## config.mk

```make
export PLATFORM = sky130hd
export DESIGN_NAME = cpu_top
export DESIGN_NICKNAME = d
export VERILOG_FILES = /design/src/hw/cpu_pkg.sv /design/src/hw/program_counter.sv /design/src/hw/memory_unit.sv /design/src/hw/arith_unit.sv /design/src/hw/output_port.sv /design/src/hw/control_block.sv /design/src/hw/cpu_top.sv
export SDC_FILE = /design/constraint.sdc
export NUM_CORES = 1
export LEC_CHECK = 0
export BUFFER_PORTS_ARGS = -buffer_cell sky130_fd_sc_hd__buf_2
export CAP_MARGIN = 40
export CORE_AREA = 2 2 150 182
export DETAILED_ROUTE_END_ITERATION = 8
export DIE_AREA = 0 0 152 184
export GPL_TIMING_DRIVEN = 0
export SETUP_SLACK_MARGIN = 0.4
export SYNTH_ARGS = -nofsm -noshare
export SYNTH_HDL_FRONTEND = slang
export SYNTH_SLANG_ARGS = --single-unit
```

## constraint.sdc

```tcl
create_clock -name clk -period 4.4 [get_ports clk]
set_input_delay 0.44 -clock clk [delete_from_list [all_inputs] [get_ports clk]]
set_output_delay 0.44 -clock clk [all_outputs]
set_load 0.01 [all_outputs]
```

## src/hw/cpu_pkg.sv

```systemverilog
// Shared word, address, opcode, bus source and timing state types plus the default RAM size
`default_nettype none

package cpu_pkg;

    // Data and address widths of the machine
    typedef logic [7:0] word_t;   // Bus word, RAM word, register contents
    typedef logic [3:0] addr_t;   // RAM address and PC value

    localparam int RAM_BYTES_DEFAULT = 16;  // Full 4-bit address space

    // Opcode sits in the high nibble of an instruction byte
    typedef enum logic [3:0] {
        OP_LDA = 4'd0,   // ACC <- RAM[operand]
        OP_ADD = 4'd1,   // ACC <- ACC + RAM[operand]
        OP_SUB = 4'd2,   // ACC <- ACC - RAM[operand]
        OP_STA = 4'd3,   // RAM[operand] <- ACC
        OP_LDI = 4'd4,   // ACC <- operand
        OP_JMP = 4'd5,   // PC <- operand
        OP_JC  = 4'd6,   // Jump if carry / no borrow
        OP_JZ  = 4'd7,   // Jump if zero
        OP_OUT = 4'd14,  // Output port <- ACC
        OP_HLT = 4'd15   // Stop and go idle
    } opcode_t;

    // Which block drives the internal bus
    typedef enum logic [2:0] {
        BUS_NONE = 3'd0,
        BUS_PC   = 3'd1,
        BUS_RAM  = 3'd2,
        BUS_IR   = 3'd3,  // Operand nibble of the instruction register
        BUS_ACC  = 3'd4,
        BUS_ALU  = 3'd5
    } bus_src_t;

    // Timing states of the sequencer
    typedef enum logic [2:0] {
        T0     = 3'd0,  // PC -> MAR
        T1     = 3'd1,  // RAM -> IR, PC + 1
        T2     = 3'd2,  // Execute steps
        T3     = 3'd3,
        T4     = 3'd4,
        T_IDLE = 3'd7   // Not running, program port open
    } tstate_t;

endpackage

`default_nettype wire

```

## src/hw/program_counter.sv

```systemverilog
// 4-bit program counter with clear, increment and jump load from the bus
`timescale 1ns/1ps
`default_nettype none

module program_counter (
    input  wire            clk,
    input  wire            reset,
    input  wire            clear,    // Start of a new run
    input  wire            pc_inc,   // Step to next instruction
    input  wire            pc_load,  // Jump target on bus
    input  cpu_pkg::word_t bus_in,
    output cpu_pkg::addr_t pc
);

    // Jump wins over increment, they never coincide in the microcode anyway
    always_ff @(posedge clk) begin
        if (reset || clear) begin
            pc <= '0;
        end else if (pc_load) begin
            pc <= bus_in[3:0];             // Only low nibble addresses RAM
        end else if (pc_inc) begin
            pc <= pc + 4'd1;               // Wraps at 15
        end
    end

endmodule

`default_nettype wire

```

## src/hw/memory_unit.sv

```systemverilog
// Memory address register, parameterized RAM with STA write path and host program port
`timescale 1ns/1ps
`default_nettype none

module memory_unit #(
    parameter int RAM_BYTES = 16   // 8 or 16
) (
    input  wire            clk,
    input  wire            reset,
    input  wire            mar_load,    // Capture address from bus
    input  wire            ram_write,   // STA store
    input  cpu_pkg::word_t bus_in,
    input  wire            prog_valid,  // Host program port
    input  wire            prog_ready,  // High only while CPU idles
    input  cpu_pkg::addr_t prog_addr,
    input  cpu_pkg::word_t prog_data,
    output cpu_pkg::word_t ram_data     // Async read at MAR
);

    localparam int AW = $clog2(RAM_BYTES);  // Index bits actually stored

    cpu_pkg::addr_t mar;                    // Memory address register
    cpu_pkg::word_t mem [RAM_BYTES];        // Storage array

    logic mar_in_range;
    logic prog_in_range;
    logic prog_fire;

    // Addresses past the end of a small RAM read zero and drop writes
    assign mar_in_range  = (32'(mar) < RAM_BYTES);
    assign prog_in_range = (32'(prog_addr) < RAM_BYTES);
    assign prog_fire     = prog_valid && prog_ready;   // Handshake

    always_ff @(posedge clk) begin
        if (reset) begin
            mar <= '0;
        end else if (mar_load) begin
            mar <= bus_in[3:0];
        end
    end

    // Host writes only happen while idle, so they never meet an STA
    always_ff @(posedge clk) begin
        if (prog_fire) begin
            if (prog_in_range) begin
                mem[prog_addr[AW-1:0]] <= prog_data;
            end
        end else if (ram_write && mar_in_range) begin
            mem[mar[AW-1:0]] <= bus_in;    // STA path
        end
    end

    // Combinational read so T1 sees the word the MAR picked in T0
    assign ram_data = mar_in_range ? mem[mar[AW-1:0]] : '0;

endmodule

`default_nettype wire

```

## src/hw/arith_unit.sv

```systemverilog
// Accumulator, B register, adder/subtractor and the registered carry and zero flags
`timescale 1ns/1ps
`default_nettype none

module arith_unit (
    input  wire            clk,
    input  wire            reset,
    input  wire            acc_load,
    input  wire            b_load,
    input  wire            alu_sub,     // 1 = ACC - B
    input  wire            flags_load,
    input  cpu_pkg::word_t bus_in,
    output cpu_pkg::word_t acc,
    output cpu_pkg::word_t alu_result,
    output logic           carry,
    output logic           zero
);

    cpu_pkg::word_t b_reg;
    cpu_pkg::word_t b_operand;
    logic [8:0]     sum;        // Carry in bit 8

    always_ff @(posedge clk) begin
        if (reset) begin
            acc   <= '0;
            b_reg <= '0;
        end else begin
            if (acc_load) acc <= bus_in;
            if (b_load) b_reg <= bus_in;
        end
    end

    // Subtract as ACC + ~B + 1, so bit 8 reads as no-borrow
    assign b_operand  = alu_sub ? ~b_reg : b_reg;
    assign sum        = {1'b0, acc} + {1'b0, b_operand} + {8'd0, alu_sub};
    assign alu_result = sum[7:0];

    // Flags only move on ADD/SUB writeback
    always_ff @(posedge clk) begin
        if (reset) begin
            carry <= 1'b0;
            zero  <= 1'b0;
        end else if (flags_load) begin
            carry <= sum[8];
            zero  <= (sum[7:0] == 8'd0);
        end
    end

endmodule

`default_nettype wire

```

## src/hw/output_port.sv

```systemverilog
// One-entry output buffer with valid/ready hand-off and full indication for the sequencer
`timescale 1ns/1ps
`default_nettype none

module output_port (
    input  wire            clk,
    input  wire            reset,
    input  wire            out_load,   // OUT instruction writes ACC here
    input  cpu_pkg::word_t bus_in,
    input  wire            out_ready,
    output logic           out_valid,
    output cpu_pkg::word_t out_data,
    output logic           out_full    // OUT must stall
);

    // Full only while the word is held and not taken this cycle
    assign out_full = out_valid && !out_ready;

    // A load in the hand-off cycle refills the slot at once
    always_ff @(posedge clk) begin
        if (reset) begin
            out_valid <= 1'b0;
        end else if (out_load) begin
            out_valid <= 1'b1;
        end else if (out_ready) begin
            out_valid <= 1'b0;             // Accepted, or was empty
        end
    end

    // Data held steady until accepted, sequencer never loads while full
    always_ff @(posedge clk) begin
        if (out_load) begin
            out_data <= bus_in;
        end
    end

endmodule

`default_nettype wire

```

## src/hw/control_block.sv

```systemverilog
// Instruction register, timing-state sequencer, microcode decode and run/idle control
`timescale 1ns/1ps
`default_nettype none

module control_block (
    input  wire                 clk,
    input  wire                 reset,
    input  wire                 start,      // Pulse while idle to run
    input  cpu_pkg::word_t      bus_in,
    input  wire                 carry,      // Registered ALU flags
    input  wire                 zero,
    input  wire                 out_full,   // Output buffer still held
    output logic                prog_ready,
    output logic                halted,
    output cpu_pkg::bus_src_t   bus_src,
    output logic                pc_inc,
    output logic                pc_load,
    output logic                mar_load,
    output logic                ram_write,
    output logic                ir_load,
    output logic                acc_load,
    output logic                b_load,
    output logic                alu_sub,
    output logic                flags_load,
    output logic                out_load,
    output cpu_pkg::addr_t      operand,    // IR low nibble for the bus
    output logic                pc_clear
);

    cpu_pkg::word_t   ir;
    cpu_pkg::tstate_t state;
    cpu_pkg::tstate_t state_next;
    cpu_pkg::opcode_t opcode;

    assign opcode  = cpu_pkg::opcode_t'(ir[7:4]);
    assign operand = ir[3:0];

    // Idle doubles as halted, both clear on start
    assign prog_ready = (state == cpu_pkg::T_IDLE);
    assign halted     = (state == cpu_pkg::T_IDLE);
    assign pc_clear   = (state == cpu_pkg::T_IDLE) && start;  // Run from address 0

    always_ff @(posedge clk) begin
        if (reset) begin
            ir <= '0;
        end else if (ir_load) begin
            ir <= bus_in;                  // Fetched instruction byte
        end
    end

    always_ff @(posedge clk) begin
        if (reset) state <= cpu_pkg::T_IDLE;
        else       state <= state_next;
    end

    // Sequencer: HLT and OUT finish in T2, OUT waits there while full
    always_comb begin
        state_next = state;
        case (state)
            cpu_pkg::T_IDLE: if (start) state_next = cpu_pkg::T0;
            cpu_pkg::T0:     state_next = cpu_pkg::T1;
            cpu_pkg::T1:     state_next = cpu_pkg::T2;
            cpu_pkg::T2: begin
                if (opcode == cpu_pkg::OP_HLT)      state_next = cpu_pkg::T_IDLE;
                else if (opcode == cpu_pkg::OP_OUT) state_next = out_full ? cpu_pkg::T2
                                                                          : cpu_pkg::T0;
                else                                state_next = cpu_pkg::T3;
            end
            cpu_pkg::T3:     state_next = cpu_pkg::T4;
            cpu_pkg::T4:     state_next = cpu_pkg::T0;
            default:         state_next = cpu_pkg::T_IDLE;  // Unused codes recover
        endcase
    end

    // Microcode, everything low unless a step asks for it
    always_comb begin
        bus_src    = cpu_pkg::BUS_NONE;
        pc_inc     = 1'b0;
        pc_load    = 1'b0;
        mar_load   = 1'b0;
        ram_write  = 1'b0;
        ir_load    = 1'b0;
        acc_load   = 1'b0;
        b_load     = 1'b0;
        alu_sub    = 1'b0;
        flags_load = 1'b0;
        out_load   = 1'b0;
        case (state)
            cpu_pkg::T0: begin
                bus_src  = cpu_pkg::BUS_PC;
                mar_load = 1'b1;
            end
            cpu_pkg::T1: begin
                bus_src = cpu_pkg::BUS_RAM;
                ir_load = 1'b1;
                pc_inc  = 1'b1;
            end
            cpu_pkg::T2: begin
                case (opcode)
                    cpu_pkg::OP_LDA, cpu_pkg::OP_ADD, cpu_pkg::OP_SUB, cpu_pkg::OP_STA: begin
                        bus_src  = cpu_pkg::BUS_IR;      // Operand address to MAR
                        mar_load = 1'b1;
                    end
                    cpu_pkg::OP_LDI: begin
                        bus_src  = cpu_pkg::BUS_IR;
                        acc_load = 1'b1;
                    end
                    cpu_pkg::OP_JMP: begin
                        bus_src = cpu_pkg::BUS_IR;
                        pc_load = 1'b1;
                    end
                    cpu_pkg::OP_JC: begin
                        bus_src = cpu_pkg::BUS_IR;
                        pc_load = carry;                 // Not taken falls through
                    end
                    cpu_pkg::OP_JZ: begin
                        bus_src = cpu_pkg::BUS_IR;
                        pc_load = zero;
                    end
                    cpu_pkg::OP_OUT: begin
                        bus_src  = cpu_pkg::BUS_ACC;
                        out_load = !out_full;            // Hold off until slot frees
                    end
                    default: ;                           // HLT and NOPs
                endcase
            end
            cpu_pkg::T3: begin
                case (opcode)
                    cpu_pkg::OP_LDA: begin
                        bus_src  = cpu_pkg::BUS_RAM;
                        acc_load = 1'b1;
                    end
                    cpu_pkg::OP_ADD, cpu_pkg::OP_SUB: begin
                        bus_src = cpu_pkg::BUS_RAM;      // Operand into B
                        b_load  = 1'b1;
                    end
                    cpu_pkg::OP_STA: begin
                        bus_src   = cpu_pkg::BUS_ACC;
                        ram_write = 1'b1;
                    end
                    default: ;
                endcase
            end
            cpu_pkg::T4: begin
                if (opcode == cpu_pkg::OP_ADD || opcode == cpu_pkg::OP_SUB) begin
                    bus_src    = cpu_pkg::BUS_ALU;       // Result back to ACC
                    acc_load   = 1'b1;
                    flags_load = 1'b1;
                    alu_sub    = (opcode == cpu_pkg::OP_SUB);
                end
            end
            default: ;                                   // Idle drives nothing
        endcase
    end

endmodule

`default_nettype wire

```

## src/hw/cpu_top.sv

```systemverilog
// CPU top level with block instances and the one-hot bus multiplexer
`timescale 1ns/1ps
`default_nettype none

module cpu_top #(
    parameter int RAM_BYTES = cpu_pkg::RAM_BYTES_DEFAULT
) (
    input  wire            clk,
    input  wire            reset,
    input  wire            start,
    input  wire            prog_valid,
    input  cpu_pkg::addr_t prog_addr,
    input  cpu_pkg::word_t prog_data,
    input  wire            out_ready,
    output logic           prog_ready,
    output logic           halted,
    output logic           out_valid,
    output cpu_pkg::word_t out_data
);

    cpu_pkg::word_t    bus;
    cpu_pkg::bus_src_t bus_src;
    cpu_pkg::addr_t    pc;
    cpu_pkg::addr_t    operand;
    cpu_pkg::word_t    ram_data;
    cpu_pkg::word_t    acc;
    cpu_pkg::word_t    alu_result;

    logic pc_inc, pc_load, pc_clear;
    logic mar_load, ram_write, ir_load;
    logic acc_load, b_load, alu_sub, flags_load;
    logic out_load, out_full;
    logic carry, zero;
    logic sel_pc, sel_ram, sel_ir, sel_acc, sel_alu;   // One-hot bus selects

    // Stands in for the tri-state bus, no select gives zero
    always_comb begin
        sel_pc  = (bus_src == cpu_pkg::BUS_PC);
        sel_ram = (bus_src == cpu_pkg::BUS_RAM);
        sel_ir  = (bus_src == cpu_pkg::BUS_IR);
        sel_acc = (bus_src == cpu_pkg::BUS_ACC);
        sel_alu = (bus_src == cpu_pkg::BUS_ALU);
        bus = ({8{sel_pc}}  & {4'd0, pc})
            | ({8{sel_ram}} & ram_data)
            | ({8{sel_ir}}  & {4'd0, operand})
            | ({8{sel_acc}} & acc)
            | ({8{sel_alu}} & alu_result);
    end

    program_counter u_program_counter (
        .clk(clk), .reset(reset), .clear(pc_clear),
        .pc_inc(pc_inc), .pc_load(pc_load), .bus_in(bus), .pc(pc)
    );

    memory_unit #(
        .RAM_BYTES(RAM_BYTES)
    ) u_memory_unit (
        .clk(clk), .reset(reset), .mar_load(mar_load), .ram_write(ram_write),
        .bus_in(bus), .prog_valid(prog_valid), .prog_ready(prog_ready),
        .prog_addr(prog_addr), .prog_data(prog_data), .ram_data(ram_data)
    );

    arith_unit u_arith_unit (
        .clk(clk), .reset(reset), .acc_load(acc_load), .b_load(b_load),
        .alu_sub(alu_sub), .flags_load(flags_load), .bus_in(bus),
        .acc(acc), .alu_result(alu_result), .carry(carry), .zero(zero)
    );

    output_port u_output_port (
        .clk(clk), .reset(reset), .out_load(out_load), .bus_in(bus),
        .out_ready(out_ready), .out_valid(out_valid), .out_data(out_data),
        .out_full(out_full)
    );

    control_block u_control_block (
        .clk(clk), .reset(reset), .start(start), .bus_in(bus),
        .carry(carry), .zero(zero), .out_full(out_full),
        .prog_ready(prog_ready), .halted(halted), .bus_src(bus_src),
        .pc_inc(pc_inc), .pc_load(pc_load), .mar_load(mar_load),
        .ram_write(ram_write), .ir_load(ir_load), .acc_load(acc_load),
        .b_load(b_load), .alu_sub(alu_sub), .flags_load(flags_load),
        .out_load(out_load), .operand(operand), .pc_clear(pc_clear)
    );

endmodule

`default_nettype wire

```

==> metrics.md, run 1 <==
| Metric | Value |
|---|---|
| Kind of end point of the critical path | register |
| Share of layout cells above drive strength 1 | 22.69% |
| Worst vdd ir | 0.0002540 V |
| Starting Density | 29.76% |
| Clk buf depth | 2 |
| Netlist Area Pre-Place | between 7000 and 8000 um2 |
| ANT cells | 0 |
| Final Cycle Share | between 80% and 90% |
| Slowest CP cell | o21ai_1 |
| Via count | ~4,700 |
| Hold_sp | out_ready |
| RSZ-0062 raised after global routing | no |
| DRT iter0 DRCs | 351 |
| Wire length per cell | between 15 and 20 um |
| Layout filler cell count | between 2,000 and 2,500 |
| Yosys top cell by area | edfxtp_1 |
| Yosys warns | 0 |
| Die Y | 184 um |
| Clock transition at path regs | 0.07 ns |
| Max-slew violation count | 0 |
| CTS tree | done |
| Clock Latency Late Sink | approximately 0.44 ns |
| Grt ovf | 0 |
| Synth Flop Type | edfxtp_1 |
| RD Place Congestion | around 0.92 |
| Gr usage total | 13.48% |
| Final ANT Viol Nets | 0 |
| Worst hold path cell count | 3 |
| Ranking of synthesized cells by area | edfxtp_1 53%, dfxtp_1 11%, mux4_2 9.3% |
| Cell row count | 65 |
| Largest net degree at the start of global routing | 19 |
| CP max stage delay | ~0.52 ns |
| Post-synth EDFFs | between 100 and 150 |
| FF+latch area | ~4900 um2 |
| CP top delay family | compound AO/OA/AOI/OAI gates |
| Post-Place Cells | just over 900 |
| Initial antenna violation count | 0 |
| Slew margin rel. | 42.19% |
| Syn Area/Cell | ~14 um2 |
| Yosys top cell area share | a little over half |
| Clk sink count | ~180 |
| CTS Root Cell | clkbuf_16 |
| Async S/R FF share, synth | 0% |
| DRT Wirelength | between 15,000 and 20,000 um |
| Die area | between 20,000 and 30,000 um2 |
| CTS buffer count | 17 |
| CP arrival | 3.96 ns |
| Slew @ Worst Pin | around 0.86 ns |
| Final std cells w/o fill | 952 |
| Most common cell after layout, fill and taps aside | edfxtp_1 |
| Post-Route Skew | between 0.015 and 0.02 ns |
| Req. time, crit path | about 4.7 ns |
| Power per Cell Area | ~430 nW/um2 |
| Buffers and inverters on the worst path | 2 |
| Fmax | roughly 270 MHz |
| Crit path kind | register to register |
| Worst hold path endpoint | u_output_port.out_valid |
| Design area | approximately 9000 um2 |
| Setup-failing EPs final | 0 |
| Syn nets | between 500 and 600 |
| Cell mode on critical path | xnor2_1 |
| Startpoint Class | register |
| Synth-to-Final Area Change | 16.34% |
| Gate Count Post-Synth | between 500 and 600 |
| DRC | 0 |
| Critical Path, Cell by Cell | buf_2, nor2b_1, nand4_1, xnor2_1, ha_1, a211o_1, a31oi_1, nor2_1, xnor2_1, o211a_2, o21ai_1, buf_4 |
| Worst Reg-to-Reg Cells | 12 |
| Min Tclk post-route | 3.681 ns |
| Vias/cell | between 4 and 5 |
| IO Port Bufs | 26 |
| Post-synthesis register bit count | approximately 180 |
| Drt pass-1 iters | 7 |
| Cts hold-fix bufs | 0 |
| Status | complete, no violations |
| Post-DP HPWL | 13,160 um |
| I/O Pins | 28 |
| Hold Crit Class | input port to register |
| R2r setup slk | slightly above 0.7 ns |
| Fin nets | 630 |
| Leak Pwr | a little under 3 nW |
| Fin. Hold Viols | 0 |
| DP Area | about 8400 um2 |
| Number of flip-flops in the largest register | 128 |
| # Max-Cap Violations | 0 |
| Worst R2R Start | u_control_block.ir[5] |
| Netlist cell types | 63 |
| First-pass GRT wire length | ~28,000 um |
| Area of the multi-input gates | 2633 um2 |
| Placeable Area | approximately 26,000 um2 |
| # H-tree levels | 4 |
| Sequential share of the synthesized area | between 60% and 70% |
| Vias in the first global route | roughly 4,700 |
| Maximum fanout along the worst path | 9 |
| Die X | around 150 um |
| Worst R2R End | u_memory_unit.mem[10][3] |
| Commonest cells after routing, fill and taps aside | 136 x edfxtp_1, 67 x nor2_1, 42 x dfxtp_1 |
## through the flow
stage | TNS, ns | setup slack (ns) | hold slack [ns] | total power (W) | util, %
final | 0 | 0.7192 | 0.3436 | 0.003887 | 34.63
after floorplan | 0 | 0.9569 | 0.4521 | 0.002165 | -
after CTS | 0 | 0.4123 | 0.3297 | 0.003904 | 34.56
after detailed placement | 0 | 0.4401 | 0.4987 | 0.002288 | 32.13
after global routing | 0 | 0.5778 | 0.3717 | 0.004002 | 34.63
after global placement | -8.193 | -0.5130 | 0.4919 | 0.002280 | 31.87
## where the power goes
group / switching, W / internal [W]
clock: 0.000711 / 0.000927
combinational: 0.000232 / 0.000143
sequential: 0.0000278 / 0.00185
## synthesized netlist by cell type, types with 6 or more instances
library cell and n:
buf_2 7, o21ai_0 10, a21oi_1 10, dfxtp_1 42
a31oi_1 6, edfxtp_1 136, nor3_1 9, xnor2_1 13
nand2_1 39, nor2b_1 6, nor2_1 67, mux4_2 32
mux2i_1 11, inv_1 14, a211oi_2 7, ha_1 8
clkbuf_1 13, a211oi_1 34
## tightest hold or removal path, cell delays in order
cell and delay (ns):
buf_2 0.07, nand2b_1 0.13, a21oi_1 0.08
## layout make-up
class,count,share of cell area (%)
tap,335,4.637
multi-input combinational,326,29.12
timing repair buffer,37,2.353
inverter,14,0.5813
clock buffer,18,4.747
sequential,178,54.48
buffer,30,1.799
clock inverter,14,2.284
## what timing repair did
item / 4_1_cts / 5_1_grt
setup endpoints to repair: 0 / 25
buffers inserted: 0 / 2
gates resized for setup: 0 / 1
## cells by family after synthesis
| family | after synthesis | synth area share, % |
|---|---|---|
| multiplexers | 46 | 11.13 |
| adder cells (fa/ha/maj) | 9 | 1.546 |
| AND/OR/NAND/NOR | 153 | 9.243 |
| XOR/XNOR | 16 | 1.804 |
| AO/OA/AOI/OAI | 102 | 10.13 |
| buffers and inverters | 44 | 2.770 |
| flip-flops | 178 | 63.38 |
## worst max-delay path by stage
stage,slack (ns),cells past startpoint,end,from
final,0.72,12,u_memory_unit.mem[10][3],u_control_block.ir[5]
after global routing,0.58,12,u_memory_unit.mem[7][3],u_control_block.ir[5]
after CTS,0.41,12,u_memory_unit.mem[7][4],u_control_block.ir[5]
after detailed placement,0.44,12,u_memory_unit.mem[0][4],u_control_block.ir[5]
after global placement,-0.51,11,u_memory_unit.mem[8][3],u_control_block.ir[5]
after floorplan,0.96,11,u_memory_unit.mem[0][3],u_control_block.ir[5]
## per-layer routing
layer  wire (um)  vias to the layer above  track usage (%)  part of all wire (%)
li1            -                     2218                -                     -
met1        7636                     2366            16.30                    42
met2        9336                      142            23.69                    51
met3        1087                       20            3.065                   5.9
met4         314                        0            4.748                   1.7
met5           0                        -                0                     0
(Power assumes the default switching activity.)
==> run 2: changes to the inputs <==
==> constraint.sdc (replaced) <==
create_clock -name clk -period 3.4 [get_ports clk]
set_input_delay 0.34 -clock clk [delete_from_list [all_inputs] [get_ports clk]]
set_output_delay 0.34 -clock clk [all_outputs]
set_load 0.01 [all_outputs]
==> metrics.md, run 2 (synthesis gave the netlist of run 1 again) <==
| Metric | Value |
|---|---|
| Status | complete, no violations |
| IO Port Bufs | 26 |
| Grt ovf | 0 |
| CTS tree | done |
| Commonest cells after routing, fill and taps aside | 136 x edfxtp_1, 62 x nor2_1, 42 x dfxtp_1 |
| R2r setup slk | around 0.50 ns |
| I/O Pins | 28 |
| Post-DP HPWL | 13,230 um |
| RSZ-0062 raised after global routing | yes |
| Maximum fanout along the worst path | 9 |
| DP Area | between 8000 and 9000 um2 |
| CTS Root Cell | clkbuf_16 |
| Clk buf depth | 2 |
| Clock transition at path regs | around 0.07 ns |
| Placeable Area | ~26,000 um2 |
| # Max-Cap Violations | 0 |
| Vias in the first global route | 4,906 |
| Slew @ Worst Pin | roughly 0.9 ns |
| Largest net degree at the start of global routing | 18 |
| Die X | about 150 um |
| DRT iter0 DRCs | roughly 330 |
| Fmax | 344.9 MHz |
| CTS buffer count | 17 |
| Wire length per cell | ~19 um |
| Slew margin rel. | 38.27% |
| First-pass GRT wire length | slightly below 30,000 um |
| Most common cell after layout, fill and taps aside | edfxtp_1 |
| Share of layout cells above drive strength 1 | 26.40% |
| Max-slew violation count | 0 |
| DRT Wirelength | approximately 19,000 um |
| Starting Density | between 20% and 30% |
| Number of flip-flops in the largest register | ~130 |
| Final std cells w/o fill | 960 |
| Vias/cell | between 4 and 5 |
| Req. time, crit path | approximately 3.8 ns |
| Final hold slack | 0.2324 ns |
| Die Y | roughly 180 um |
| Synth-to-Final Area Change | 17.75% |
| Final Cycle Share | around 85% |
| RD Place Congestion | 0.8776 |
| Startpoint Class | register |
| Pwr Total | 0.004804 W |
| Worst vdd ir | about 0.00032 V |
| Fin. Hold Viols | 0 |
| Gr usage total | roughly 14% |
| Design area | between 9000 and 10,000 um2 |
| Post-Route Skew | roughly 0.0084 ns |
| Min Tclk post-route | slightly below 3 ns |
| # H-tree levels | 4 |
| Cts hold-fix bufs | 0 |
| Clock Latency Late Sink | about 0.43 ns |
| Final ANT Viol Nets | 0 |
| Clk sink count | around 180 |
| Fin nets | roughly 640 |
| Setup-failing EPs final | 0 |
| ANT cells | 0 |
| Drt pass-1 iters | 5 |
| Post-Place Cells | a little over 900 |
| Leak Pwr | 2.946 nW |
| Via count | 4,724 |
| DRC | 0 |
| Power per Cell Area | roughly 530 nW/um2 |
| CP arrival | 3.26 ns |
| Die area | between 20,000 and 30,000 um2 |
| Hold Crit Class | input port to register |
| Initial antenna violation count | 0 |
| Crit path kind | register to register |
| Cell row count | 65 |
| Kind of end point of the critical path | register |
## run 2: timing repair
action / CTS / global route
pin swaps: 5 / 5
setup buffers: 6 / 4
endpoints found under the setup margin: 101 / 129
gates resized for setup: 11 / 18
## run 2: power breakdown
part           internal, W  switching (W)  total, W
clock             0.000963       0.000894   0.00186
sequential         0.00239      0.0000374   0.00243
combinational     0.000205       0.000313  0.000518
## run 2: layer usage
metal  track usage (%)  vias up  part of all wire (%)
met5                 0        -                     0
met4             4.561        0                   1.5
met3             2.970       16                   3.9
met2             25.08      115                    53
met1             16.68     2369                    42
li1                  -     2224                     -
## run 2: metrics by stage
stage	setup slack, ns	setup TNS, ns	utilization, %
floorplan	0.4053	0	-
global placement	-0.5319	-32.67	31.88
detailed placement	-0.5539	-25.42	32.14
CTS	0.3562	0	34.68
global route	0.3141	0	35.04
finish	0.5010	0	35.04
## run 2: final cells by class
type                            count  area (um2)
Fill cell                        2479       16960
Sequential cell                   178        4925
Multi-Input combinational cell    326        2751
Clock buffer                       18       429.2
Tap cell                          335       419.2
Timing Repair Buffer               45       285.3
Buffer                             30       167.7
Clock inverter                     14       118.9
Inverter                           14       52.55
## run 2: path summary, 6_finish.rpt
path,start,end,cells after the start
worst max-delay path,u_control_block.ir[5],u_arith_unit.zero,13
worst min-delay path,start,u_control_block.state[2],4
worst max register to register,u_control_block.ir[5],u_arith_unit.zero,13
worst min register to register,u_control_block.ir[3],u_control_block.ir[3],2
## run 2: worst max-delay path: stages, from the launching register on
cell and delay, ns:
dfxtp_1 0.30, clkbuf_4 0.17, nor2b_4 0.19, nand4_1 0.11, buf_4 0.17, xnor2_2 0.16, inv_1 0.08, fa_1 0.40
nand2b_4 0.17, a21oi_2 0.18, o31a_1 0.18, nor3_2 0.06, or4b_1 0.50, o21ai_0 0.14
